## config.mk

```make
export PLATFORM = sky130hd
export DESIGN_NAME = nd_cpu_top
export DESIGN_NICKNAME = d
export VERILOG_FILES = /design/src/hdl/nd_pkg.sv /design/src/hdl/nd_alu_execute.sv /design/src/hdl/nd_apb_port.sv /design/src/hdl/nd_cpu_top.sv /design/src/hdl/nd_int_level.sv /design/src/hdl/nd_micro_decode.sv /design/src/hdl/nd_result_stage.sv
export SDC_FILE = /design/constraint.sdc
export NUM_CORES = 1
export LEC_CHECK = 0
export BUFFER_PORTS_ARGS = -buffer_cell sky130_fd_sc_hd__buf_2
export CAP_MARGIN = 25
export CORE_MARGIN = 4
export CORE_UTILIZATION = 45
export CTS_BUF_LIST = sky130_fd_sc_hd__clkbuf_16
export DETAILED_ROUTE_END_ITERATION = 6
export PLACE_DENSITY = 0.65
export RECOVER_POWER = 50
export SLEW_MARGIN = 20
export SYNTH_ARGS = -nofsm -noshare
export SYNTH_HDL_FRONTEND = slang
export SYNTH_SLANG_ARGS = --single-unit
export TNS_END_PERCENT = 30
```

## constraint.sdc

```tcl
create_clock -name pclk -period 3.5 [get_ports pclk]
set_clock_uncertainty 0.2 [all_clocks]
set_input_delay 0.35 -clock pclk [delete_from_list [all_inputs] [get_ports pclk]]
set_output_delay 0.35 -clock pclk [all_outputs]
set_load 0.01 [all_outputs]
```

## src/hdl/nd_pkg.sv

```systemverilog
// ND slice shared definitions
package nd_pkg;

  // ****************************************
  // Microword control fields
  // ****************************************
  typedef enum logic [2:0] {
    pass_b, add, sub, and_op, or_op, xor_op, shl, shr
  } alu_op_t;                                        // ALU field

  typedef enum logic [1:0] {
    src_reg, src_imm, src_pil, src_status
  } b_src_t;                                         // B operand source, like IDB source

  typedef enum logic [1:0] {
    comm_none, comm_set_pir, comm_clr_pir, comm_clr_all
  } comm_t;                                          // COMM field

  typedef enum logic [1:0] {
    st_idle, st_access, st_wait_read
  } apb_state_t;

  localparam int op_lsb    = 28;                     // Bits 30..28
  localparam int reg_a_lsb = 26;                     // Bits 27..26
  localparam int b_src_lsb = 24;                     // Bits 25..24
  localparam int reg_b_lsb = 22;                     // Bits 23..22
  localparam int dest_lsb  = 20;                     // Bits 21..20
  localparam int wen_bit   = 19;
  localparam int comm_lsb  = 17;                     // Bits 18..17
  localparam int imm_lsb   = 0;                      // Bits 15..0
  localparam int imm_w     = 16;
  localparam logic [31:0] rsvd_mask = 32'h8001_0000; // Bits 31 and 16 must be zero

  // ****************************************
  // APB address map and status layout
  // ****************************************
  localparam logic [7:0] addr_microword = 8'h00;     // Write only
  localparam logic [7:0] addr_reg_base  = 8'h04;     // R0..R3 at 04..10
  localparam logic [7:0] addr_status    = 8'h14;
  localparam logic [7:0] addr_pir       = 8'h18;

  localparam int num_regs       = 4;
  typedef logic [1:0] reg_idx_t;
  localparam int zero_flag      = 0;                 // Flag bit positions
  localparam int carry_flag     = 1;
  localparam int status_w       = 8;                 // Flags low, PIL in 7..4
  localparam int status_pil_lsb = 4;

  // External interrupt lines, index 0 is BINT10
  localparam int num_ext = 5;
  localparam logic [num_ext-1:0][3:0] ext_levels = {4'd15, 4'd13, 4'd12, 4'd11, 4'd10};

endpackage

```

## src/hdl/nd_alu_execute.sv

```systemverilog
// ALU execute stage
`timescale 1ns/1ps

module nd_alu_execute import nd_pkg::*; #(
  parameter int DATA_WIDTH = 16
) (
  input  logic                                pclk,
  input  logic                                reset,
  input  logic                                dec_valid,
  input  alu_op_t                             op,
  input  reg_idx_t                            reg_a,
  input  b_src_t                              b_src,
  input  reg_idx_t                            reg_b,
  input  reg_idx_t                            dest,
  input  logic                                wen,
  input  comm_t                               comm,
  input  logic [imm_w-1:0]                    imm,
  input  logic [num_regs-1:0][DATA_WIDTH-1:0] reg_file,
  input  logic [1:0]                          flags,
  input  logic [3:0]                          pil,
  output logic                                ex_valid,
  output logic [DATA_WIDTH-1:0]               ex_result,
  output logic                                ex_carry,
  output reg_idx_t                            ex_dest,
  output logic                                ex_wen,
  output comm_t                               ex_comm,
  output logic [3:0]                          ex_level
);

  logic [DATA_WIDTH-1:0] a_opnd, b_opnd, alu_res;
  logic [DATA_WIDTH:0]   wide;                        // Carry or borrow in top bit
  logic                  alu_carry;
  logic [status_w-1:0]   status_word;

  always_comb begin
    status_word                      = '0;
    status_word[1:0]                 = flags;
    status_word[status_pil_lsb +: 4] = pil;
  end

  // ****************************************
  // Operand select
  // ****************************************
  assign a_opnd = reg_file[reg_a];

  always_comb begin
    case (b_src)
      src_reg: b_opnd = reg_file[reg_b];
      src_imm: b_opnd = DATA_WIDTH'(imm);
      src_pil: b_opnd = DATA_WIDTH'(pil);                 // Current priority level
      default: b_opnd = DATA_WIDTH'(status_word);
    endcase
  end

  always_comb begin
    alu_carry = 1'b0;
    wide      = '0;
    case (op)
      pass_b: alu_res = b_opnd;
      add: begin
        wide      = {1'b0, a_opnd} + {1'b0, b_opnd};
        alu_res   = wide[DATA_WIDTH-1:0];
        alu_carry = wide[DATA_WIDTH];                     // Carry out
      end
      sub: begin
        wide      = {1'b0, a_opnd} - {1'b0, b_opnd};
        alu_res   = wide[DATA_WIDTH-1:0];
        alu_carry = wide[DATA_WIDTH];                     // Borrow when B > A
      end
      and_op: alu_res = a_opnd & b_opnd;
      or_op:  alu_res = a_opnd | b_opnd;
      xor_op: alu_res = a_opnd ^ b_opnd;
      shl: begin
        alu_res   = a_opnd << 1;
        alu_carry = a_opnd[DATA_WIDTH-1];                 // Bit shifted out
      end
      default: begin
        alu_res   = a_opnd >> 1;
        alu_carry = a_opnd[0];
      end
    endcase
  end

  always_ff @(posedge pclk) begin
    if (reset)
      ex_valid <= 1'b0;
    else
      ex_valid <= dec_valid;
  end

  always_ff @(posedge pclk) begin
    if (dec_valid) begin
      ex_result <= alu_res;
      ex_carry  <= alu_carry;
      ex_dest   <= dest;
      ex_wen    <= wen;
      ex_comm   <= comm;
      ex_level  <= imm[3:0];                              // PIR bit for COMM
    end
  end

  // Two-cycle APB transfers keep launches apart
  a_ex_spaced: assert property (@(posedge pclk) disable iff (reset) ex_valid |=> !ex_valid);

endmodule

```

## src/hdl/nd_apb_port.sv

```systemverilog
// APB host port
`timescale 1ns/1ps

module nd_apb_port import nd_pkg::*; #(
  parameter int DATA_WIDTH = 16
) (
  input  logic                                pclk,
  input  logic                                reset,
  input  logic                                psel,
  input  logic                                penable,
  input  logic                                pwrite,
  input  logic [7:0]                          paddr,
  input  logic [31:0]                         pwdata,
  output logic [31:0]                         prdata,
  output logic                                pready,
  output logic                                pslverr,
  input  logic                                busy,       // Pipeline not empty
  input  logic [num_regs-1:0][DATA_WIDTH-1:0] reg_file,
  input  logic [1:0]                          flags,
  input  logic [15:0]                         pir,
  input  logic [3:0]                          pil,
  output logic                                launch,     // One cycle per accepted microword
  output logic [31:0]                         microword
);

  apb_state_t           state;
  logic                 in_access;
  logic                 hit_reg, hit_status, hit_pir;
  logic                 rd_ok, wr_ok, addr_err;
  logic [7:0]           reg_off;
  reg_idx_t             reg_sel;
  logic [status_w-1:0]  status_word;

  // ****************************************
  // Address decode
  // ****************************************
  assign reg_off    = paddr - addr_reg_base;
  assign reg_sel    = reg_idx_t'(reg_off >> 2);
  assign hit_reg    = (paddr[1:0] == 2'b00) && (paddr >= addr_reg_base) &&
                      (reg_off <= 8'(4 * (num_regs - 1)));
  assign hit_status = (paddr == addr_status);
  assign hit_pir    = (paddr == addr_pir);
  assign rd_ok      = hit_reg | hit_status | hit_pir;   // Microword slot is write only
  assign wr_ok      = (paddr == addr_microword) && ((pwdata & rsvd_mask) == '0);
  assign addr_err   = pwrite ? !wr_ok : !rd_ok;

  // Errors and writes finish at once, good reads wait for an empty pipeline
  assign in_access = (state != st_idle) && psel && penable;
  assign pready    = in_access && (pwrite || addr_err || !busy);
  assign pslverr   = pready && addr_err;
  assign launch    = pready && pwrite && wr_ok;
  assign microword = pwdata;

  always_comb begin
    status_word                                = '0;
    status_word[1:0]                           = flags;
    status_word[status_pil_lsb +: 4]           = pil;
  end

  always_comb begin
    prdata = '0;
    if (pready && !pwrite && rd_ok) begin               // Drive only on a good read
      if (hit_reg)
        prdata = 32'(reg_file[reg_sel]);
      else if (hit_status)
        prdata = 32'(status_word);
      else
        prdata = 32'(pir);
    end
  end

  // ****************************************
  // Transfer FSM
  // ****************************************
  always_ff @(posedge pclk) begin
    if (reset) begin
      state <= st_idle;
    end else begin
      case (state)
        st_idle:      if (psel && !penable) state <= st_access;   // Setup phase seen
        st_access:    state <= pready ? st_idle : st_wait_read;
        st_wait_read: if (pready) state <= st_idle;               // Pipeline drained
        default:      state <= st_idle;
      endcase
    end
  end

  a_penable_psel: assert property (@(posedge pclk) disable iff (reset) penable |-> psel);

endmodule

```

## src/hdl/nd_cpu_top.sv

```systemverilog
// ND microcoded CPU slice top
`timescale 1ns/1ps

module nd_cpu_top import nd_pkg::*; #(
  parameter int DATA_WIDTH = 16                      // ALU and register width
) (
  input  logic        pclk,
  input  logic        reset,
  input  logic        psel,
  input  logic        penable,
  input  logic        pwrite,
  input  logic [7:0]  paddr,
  input  logic [31:0] pwdata,
  output logic [31:0] prdata,
  output logic        pready,
  output logic        pslverr,
  input  logic [4:0]  bint_n,                        // BINT10..13, BINT15, active low
  output logic [3:0]  pil
);

  // ****************************************
  // Pipeline wiring
  // ****************************************
  logic                                  launch;
  logic [31:0]                           microword;
  logic                                  busy;
  logic                                  dec_valid;
  alu_op_t                               op;
  reg_idx_t                              reg_a;
  b_src_t                                b_src;
  reg_idx_t                              reg_b;
  reg_idx_t                              dest;
  logic                                  wen;
  comm_t                                 comm;
  logic [imm_w-1:0]                      imm;
  logic                                  ex_valid;
  logic [DATA_WIDTH-1:0]                 ex_result;
  logic                                  ex_carry;
  reg_idx_t                              ex_dest;
  logic                                  ex_wen;
  comm_t                                 ex_comm;
  logic [3:0]                            ex_level;
  logic [num_regs-1:0][DATA_WIDTH-1:0]   reg_file;
  logic [1:0]                            flags;
  logic [15:0]                           pir;

  assign busy = dec_valid | ex_valid;                // Any stage holding a microword

  nd_apb_port #(.DATA_WIDTH(DATA_WIDTH)) u_apb (
    .pclk, .reset, .psel, .penable, .pwrite, .paddr, .pwdata,
    .prdata, .pready, .pslverr,
    .busy, .reg_file, .flags, .pir, .pil,
    .launch, .microword
  );

  nd_micro_decode u_dec (
    .pclk, .reset, .launch, .microword,
    .dec_valid, .op, .reg_a, .b_src, .reg_b, .dest, .wen, .comm, .imm
  );

  nd_alu_execute #(.DATA_WIDTH(DATA_WIDTH)) u_exe (
    .pclk, .reset, .dec_valid, .op, .reg_a, .b_src, .reg_b, .dest, .wen, .comm, .imm,
    .reg_file, .flags, .pil,
    .ex_valid, .ex_result, .ex_carry, .ex_dest, .ex_wen, .ex_comm, .ex_level
  );

  nd_result_stage #(.DATA_WIDTH(DATA_WIDTH)) u_res (
    .pclk, .reset, .ex_valid, .ex_result, .ex_carry, .ex_dest, .ex_wen,
    .reg_file, .flags
  );

  nd_int_level u_int (
    .pclk, .reset, .ex_valid, .ex_comm, .ex_level, .bint_n,
    .pir, .pil
  );

endmodule

```

## src/hdl/nd_int_level.sv

```systemverilog
// Priority interrupt level logic
`timescale 1ns/1ps

module nd_int_level import nd_pkg::*; (
  input  logic               pclk,
  input  logic               reset,
  input  logic               ex_valid,
  input  comm_t              ex_comm,
  input  logic [3:0]         ex_level,
  input  logic [num_ext-1:0] bint_n,                     // Active low lines
  output logic [15:0]        pir,
  output logic [3:0]         pil
);

  logic [15:0] ext_req;
  logic [15:0] pending;
  logic [3:0]  top_lvl;

  // Software request register driven by COMM
  always_ff @(posedge pclk) begin
    if (reset) begin
      pir <= '0;
    end else if (ex_valid) begin
      case (ex_comm)
        comm_set_pir: pir[ex_level] <= 1'b1;
        comm_clr_pir: pir[ex_level] <= 1'b0;
        comm_clr_all: pir <= '0;
        default:      pir <= pir;
      endcase
    end
  end

  // ****************************************
  // Merge and priority encode
  // ****************************************
  always_comb begin
    ext_req = '0;
    for (int i = 0; i < num_ext; i++)
      ext_req[ext_levels[i]] = ~bint_n[i];               // Line low means request
  end

  assign pending = pir | ext_req;

  always_comb begin
    top_lvl = '0;
    for (int i = 1; i < 16; i++)
      if (pending[i]) top_lvl = 4'(i);                   // Highest wins
  end

  always_ff @(posedge pclk) begin
    if (reset)
      pil <= '0;
    else
      pil <= top_lvl;
  end

endmodule

```

## src/hdl/nd_micro_decode.sv

```systemverilog
// Microword decode stage
`timescale 1ns/1ps

module nd_micro_decode import nd_pkg::*; (
  input  logic             pclk,
  input  logic             reset,
  input  logic             launch,
  input  logic [31:0]      microword,
  output logic             dec_valid,
  output alu_op_t          op,
  output reg_idx_t         reg_a,
  output b_src_t           b_src,
  output reg_idx_t         reg_b,
  output reg_idx_t         dest,
  output logic             wen,
  output comm_t            comm,
  output logic [imm_w-1:0] imm
);

  // Valid tracks the launch strobe
  always_ff @(posedge pclk) begin
    if (reset)
      dec_valid <= 1'b0;
    else
      dec_valid <= launch;
  end

  // ****************************************
  // Field split, loaded on launch only
  // ****************************************
  always_ff @(posedge pclk) begin
    if (launch) begin
      op    <= alu_op_t'(microword[op_lsb +: 3]);       // ALU function
      reg_a <= reg_idx_t'(microword[reg_a_lsb +: 2]);   // A register
      b_src <= b_src_t'(microword[b_src_lsb +: 2]);     // B operand select
      reg_b <= reg_idx_t'(microword[reg_b_lsb +: 2]);
      dest  <= reg_idx_t'(microword[dest_lsb +: 2]);    // Writeback target
      wen   <= microword[wen_bit];
      comm  <= comm_t'(microword[comm_lsb +: 2]);       // PIR command
      imm   <= microword[imm_lsb +: imm_w];
    end
  end

  a_op_legal: assert property (@(posedge pclk) disable iff (reset)
    dec_valid |-> !$isunknown({op, b_src, comm}) &&
                  (op inside {pass_b, add, sub, and_op, or_op, xor_op, shl, shr}));

endmodule

```

## src/hdl/nd_result_stage.sv

```systemverilog
// Register file writeback stage
`timescale 1ns/1ps

module nd_result_stage import nd_pkg::*; #(
  parameter int DATA_WIDTH = 16
) (
  input  logic                                pclk,
  input  logic                                reset,
  input  logic                                ex_valid,
  input  logic [DATA_WIDTH-1:0]               ex_result,
  input  logic                                ex_carry,
  input  reg_idx_t                            ex_dest,
  input  logic                                ex_wen,
  output logic [num_regs-1:0][DATA_WIDTH-1:0] reg_file,
  output logic [1:0]                          flags
);

  logic res_zero;

  assign res_zero = (ex_result == '0);

  // ****************************************
  // Register file, R0..R3
  // ****************************************
  always_ff @(posedge pclk) begin
    if (reset) begin
      reg_file <= '0;
    end else if (ex_valid && ex_wen) begin
      reg_file[ex_dest] <= ex_result;                    // Write only when enabled
    end
  end

  // Flags follow every executed microword, written or not
  always_ff @(posedge pclk) begin
    if (reset) begin
      flags <= '0;
    end else if (ex_valid) begin
      flags[zero_flag]  <= res_zero;
      flags[carry_flag] <= ex_carry;                     // Carry, borrow or shift out
    end
  end

endmodule

```

### Yosys cells after proc, flatten, opt, wreduce, memory -nomap -nowiden

Cells that the tools add are included.

* flip-flop bits (word level): 146
* bits in latches: 0
* memory bits (writable): 0
* ROM bits: 0
* input port bits: 50
* output and inout bits: 38
* word-level logic and storage cells: 140
* memories: 0

* add/sub/neg operators: 3
* multipliers: 0
* divide/modulo/power cells: 0
* $lt $le $gt $ge: 9
* equal/unequal tests: 17
* shift operators: 0
* muxes and demuxes: 38
* bitwise logic cells: 15
* reduce and logical (&&, ||, !) cells: 34

Operators by type and width (number)
* case mux 16 bit (7 select lines): 1
* binary-select mux 16 bit (select 2 bit): 3
* case mux 16 bit (3 select lines): 2
* two-way mux 16 bit: 5
* bitwise mux 64 bit: 1
* two-way mux 32 bit: 2
* bitwise OR 16 bit: 3
* bitwise AND 16 bit: 2
* demux 16 bit (select 2 bit): 1
* logical NOT 32 bit: 1
* two-way mux 4 bit: 8
* adder 16 x 16 -> 17 bit: 1
* subtractor 16 x 16 -> 17 bit: 1
* == test 8 x 5 -> 1 bit (second input constant): 2
* logical NOT 16 bit: 1
* inverter 16 bit: 1
* XOR 16 bit: 1
* logical AND 1 bit: 15
* < comparator 2 x 3 -> 1 bit (second input constant): 4
* two-way mux 3 bit: 4
* two-way mux 2 bit: 5
* == test 3 bit (second input constant): 3
* == test 2 bit (second input constant): 4
* >= comparator 8 x 3 -> 1 bit (second input constant): 1
* other kinds (24): 44

### Longest topological paths before layout

* word-level depth: 17
* depth in mapped cells: 16
* gate-level depth less buffers: 13

### Cells and area by module

A second synthesis with hierarchy kept.

* cell total of the unflattened synthesis: 1192
* area total of the unflattened synthesis: 10861.7 µm²

By module, submodules not included
* nd_alu_execute: instances 1, cells an instance 568, area each 4899.7 µm², seq. area each 800.8 µm²
* nd_result_stage: instances 1, cells an instance 297, area each 2539.9 µm², seq. area each 1321.3 µm²
* nd_apb_port: instances 1, cells an instance 155, area each 1331.3 µm², seq. area each 40.0 µm²
* nd_int_level: instances 1, cells an instance 139, area each 1149.9 µm², seq. area each 400.4 µm²
* nd_micro_decode: instances 1, cells an instance 32, area each 934.6 µm², seq. area each 920.9 µm²
* nd_cpu_top: instances 1, cells an instance 1, area each 6.3 µm², seq. area each 0.0 µm²

### Worst setup path after synthesis

OpenSTA, ideal clock, no wires.

* path type: reg-to-reg
* start point: register u_dec.reg_b[0]
* end point: register u_exe.ex_result[11] (data pin)
* setup time: 275 ps
* arrival: 3291 ps
* slack: -267 ps
* stages on the path, launching flop included: 16
* clock period less this slack: 3767 ps
* cell sequence: edfxtp_1 -> buf_6 -> buf_6 -> mux4_2 -> mux2i_1 -> nor2_1 -> a31oi_1 -> inv_2 -> ha_1 -> buf_2 -> nor4_2 -> nor3_2 -> o41ai_2 -> xnor2_1 -> a2111oi_2 -> a31oi_1

* word-level cells in the longest chain between the ends: 5
* elaborated cells between the ends (all ways): 9
* those cells by class: 2 x add/sub; 4 x mux; 3 x bitwise

Ends and longest elaborated chain
* start: declaration: RTL line nd_micro_decode.sv:13 `output reg_idx_t reg_b,`
* start signal: assignment: RTL line nd_micro_decode.sv:36 `reg_b <= reg_idx_t'(microword[reg_b_lsb +: 2]);`
* binary-select mux 16 bit (select 2 bit) *: RTL line nd_alu_execute.sv:48 `src_reg: b_opnd = reg_file[reg_b];`
* two-way mux 16 bit (implied by the code) *: RTL line nd_alu_execute.sv:48
* case mux 16 bit (3 select lines) *: RTL line nd_alu_execute.sv:47 `case (b_src)`
* subtractor 16 x 16 -> 17 bit, or another cell as far along: RTL line nd_alu_execute.sv:66 `wide = {1'b0, a_opnd} - {1'b0, b_opnd};`
* case mux 16 bit (7 select lines) *: RTL line nd_alu_execute.sv:58 `case (op)`
* net u_exe.alu_res[11]: RTL line nd_alu_execute.sv:30 `logic [DATA_WIDTH-1:0] a_opnd, b_opnd, alu_res;`
* end signal: assignment: RTL line nd_alu_execute.sv:93 `ex_result <= alu_res;`
* end: declaration: RTL line nd_alu_execute.sv:22 `output logic [DATA_WIDTH-1:0] ex_result,`

Mark *: on every way through the listed nets, which the timed path passes. The rest lies on a longest branch. The select of a mux whose other input is x is not followed.
A chain may end at the register's enable or synchronous reset.

### Worst setup path in the final report

* start point: register u_dec.reg_b[0]
* end point: register u_exe.ex_result[13] (data pin)

Same word-level chain as after synthesis.

==> run metrics <==
status=complete, but fails checks; failing checks=max-capacitance violations, max-slew violations, negative setup slack; PD cells=300 nW/µm²; fin util=58.0%; fillers=1913; Min-Delay Startpoint=psel; Avg Cell Area, Syn=8.83 µm²; Peak VDD IR=0.278 mV; clock-pin slew on the worst setup and hold paths=70 ps; Inserted Clock Buffers=17; core area=21800 µm²; DR pass1 iterations=6; final setup violation count=12; DRC Markers=0; Vias=9690; number of cells on the worst hold path=3; CTS tree=yes; largest net degree at the start of global routing=38; row cnt=54; DPL Wire Length=24.3 mm; fin cells=1619; Cell variety after synth=73; measured slew at the worst slew-check pin=2150 ps; RePlAce Congestion=0.941; r2r endpoint=u_exe.ex_result[13]; Yosys top cell by area=dfxtp_1; Post-synth EDFFs=56; max_cap viols=1; CTS H-Tree Depth=4; Worst Setup Start Kind=flip-flop; critical-path cell list=buf_12, buf_4, mux4_2, mux2i_1, nor2_1, a31oi_2, inv_2, ha_4, buf_6, o211ai_1, o211ai_1, nand2_2, buf_6, o21ai_4, a21boi_1, nor3b_1, o22ai_1; synthesized area=9960 µm²; worst-path fanout max=6; Yosys warning count=0; Die Y=157 µm; share of the synthesized area in the top cell type=18.1%; vias in the first global route=9205; worst endpoint required time=3460 ps; hold path endpoint=u_dec.dec_valid; sequential cell area=3480 µm²; post-synthesis sequential area ratio=35.0%; Longest Clk Path Bufs=2; post-layout min period=3760 ps; reg2reg start=u_dec.reg_b[0]; Arr. time, crit path=3720 ps; largest cells by area after synthesis=dfxtp_1, edfxtp_1, mux4_2; final count of pins violating max slew=29; Synth Register Bits=146; Ant. Diodes=0; Setup crit end kind=flip-flop; power consumption=0.00380 W; area occupied by multi-input gates=6170 µm²; Initial Util=45.7%; Final WS setup=-262 ps; Final Hold Fails=0; Total GRT Usage=27.1%; Mapped Cells=1128; CTS root buffer=clkbuf_16; first-pass GRT wire length=51.4 mm; DRT iter0 DRCs=1106; P_leak=4.73 nW; TNS Setup=-2190 ps; TritonCTS Sinks=146; R2R cell count=17; ys flop type=dfxtp_1; port bufs=71; post-DR vias/cell=5.99; Post-synth ARST share=0%; io pins=88; Routed WL=33.5 mm; layout cells sized above 1=26.8%; pre-CTS WS=-362 ps; fin crit share=107%; Worst slew margin=-43.3%; Layout Area Growth over Synthesis=27.0%; Hold Crit Class=primary input to flip-flop; slowest stage cell, crit path=edfxtp_1; Final ANT Viol Nets=0; Avg WL per Cell=20.7 µm; reg2reg setup slack=-260 ps; Inst Count DP=1541; critical path class=flip-flop to flip-flop; die width=157 µm; GRT overflow=0; maximum clock rate=266 MHz; initial antenna violation count=0; die area=24600 µm²; Final nets=1430; worst skew pair latency=440 ps; RSZ-0062 raised after global routing=yes; CP max stage delay=410 ps
## cell usage after synthesis (4+ instances only)
| master | count |
|---|---|
| a21oi_1 | 130 |
| o211ai_1 | 14 |
| a22oi_1 | 16 |
| nor2b_1 | 22 |
| inv_2 | 6 |
| o32a_1 | 4 |
| o21ai_0 | 35 |
| dfxtp_1 | 90 |
| inv_1 | 46 |
| o21bai_1 | 8 |
| a221oi_1 | 4 |
| ha_1 | 52 |
| edfxtp_1 | 56 |
| clkbuf_1 | 48 |
| xnor2_1 | 12 |
| mux4_2 | 50 |
| o22ai_1 | 6 |
| nor3_1 | 38 |
| nor2_1 | 95 |
| a211oi_1 | 12 |
| buf_1 | 9 |
| nand4_1 | 4 |
| mux2i_1 | 17 |
| o21ai_1 | 10 |
| nand2_1 | 174 |
| and3_1 | 8 |
| nand3_1 | 15 |
| a21o_1 | 6 |
| a221oi_2 | 5 |
| nand2b_1 | 14 |
| buf_2 | 17 |
| or3_1 | 4 |
| buf_4 | 19 |
| a31oi_1 | 18 |
## worst max path at each step
stage | cells past startpoint | endpoint | slack (ps) | startpoint
final | 17 | u_exe.ex_result[13] | -260 | u_dec.reg_b[0]
after global routing | 17 | u_exe.ex_result[13] | -480 | u_dec.reg_b[0]
after CTS | 13 | u_exe.ex_result[14] | -300 | u_dec.reg_b[0]
after detailed placement | 13 | u_exe.ex_result[14] | -360 | u_dec.reg_b[0]
after global placement | 13 | u_exe.ex_result[14] | -310 | u_dec.reg_b[0]
after floorplan | 16 | u_exe.ex_result[14] | -50 | u_dec.reg_b[0]
## logic make-up (layout without fill, tap and decap cells)
group,Yosys count,count (layout),synth area share [%]
fa+ha+maj,54,54,6.93
compound gates,311,311,20.1
buf+inv,147,343,6.62
simple gates,390,390,17.3
flops,146,146,35.0
mux,67,67,13.0
other cells,1,16,0.0376
xor+xnor,12,12,1.05
## sequential cells by signal (all words and copies together), names as in the netlist, 2 cells and up
name / count
u_dec.op: 3
u_exe.ex_comm: 2
u_exe.ex_level: 4
u_apb.state: 2
u_res.reg_file: 64
u_dec.reg_b: 2
u_int.pir: 16
u_dec.reg_a: 2
u_res.flags: 2
u_dec.dest: 2
u_int.pil: 4
u_dec.comm: 2
u_dec.b_src: 2
u_exe.ex_result: 16
u_exe.ex_dest: 2
u_dec.imm: 16
## timing repair
item	in CTS	in global routing
setup endpoints to repair	12	15
buffers inserted	11	4
hold endpoints to repair	31	0
hold buffers	32	0
pin swaps	19	16
gates resized for setup	25	23
## routing by layer
| metal | share of wire [%] | global-route usage, % |
|---|---|---|
| met1 | 41 | 36.4 |
| met2 | 47 | 43.2 |
| met4 | 3.7 | 11.0 |
| met3 | 8.2 | 5.01 |
| met5 | 0 | 0 |
## critical path, delay by kind of cell, from the launching register on
family,cells,cell delay (ps)
adders and majority gates,1,290
muxes,2,550
and+or+nand+nor,3,410
DFF,1,410
buffers and inverters,5,640
AOI/OAI and AO/OA,6,980
## where the power goes
group	total, W	internal (W)	leakage [nW]	switching [W]
clock	0.00183	0.00100	0.274	0.000832
combinational	0.000198	0.0000953	3.23	0.000102
sequential	0.00177	0.00176	1.23	0.00000522
total	0.00380	0.00286	4.73	0.000940
## cell usage in the layout, fill, tap and decap left out, drive strengths merged, types with 4 or more instances in the layout
master,Yosys,routed
nand3,15,15
a31oi,20,20
a221oi,9,9
or3,4,4
a22oi,17,17
mux2i,17,17
ha,52,52
o21ai,45,45
nor2,95,95
dlygate4sd3,0,32
inv,52,60
and3,8,8
edfxtp,56,56
nor2b,22,22
buf,47,218
dfxtp,90,90
nand2b,14,14
o22ai,6,6
o21bai,8,8
o211ai,14,14
nor3,39,39
nand2,174,174
a211oi,12,12
nand4,4,4
clkinvlp,0,4
conb,1,16
nor4,4,4
clkbuf,48,26
xnor2,12,12
a21oi,131,131
o32a,4,4
a21o,6,6
mux4,50,50
## through the flow
step	hold slack (ps)	area, µm²
2_1_floorplan	200	10100
3_3_place_gp	201	11500
3_5_place_dp	205	11500
4_1_cts	74.8	12500
5_1_grt	94.6	12700
6_report	86.9	12700
## cell type report
| cell class | instances | area share (%) |
|---|---|---|
| Clock inverter | 15 | 1.19 |
| Clock buffer | 17 | 3.36 |
| Sequential cell | 146 | 27.5 |
| Timing Repair Buffer | 259 | 14.8 |
| Multi-Input combinational cell | 850 | 48.8 |
| Inverter | 52 | 1.56 |
| Tap cell | 280 | 2.77 |
(Power assumes the default switching activity.)
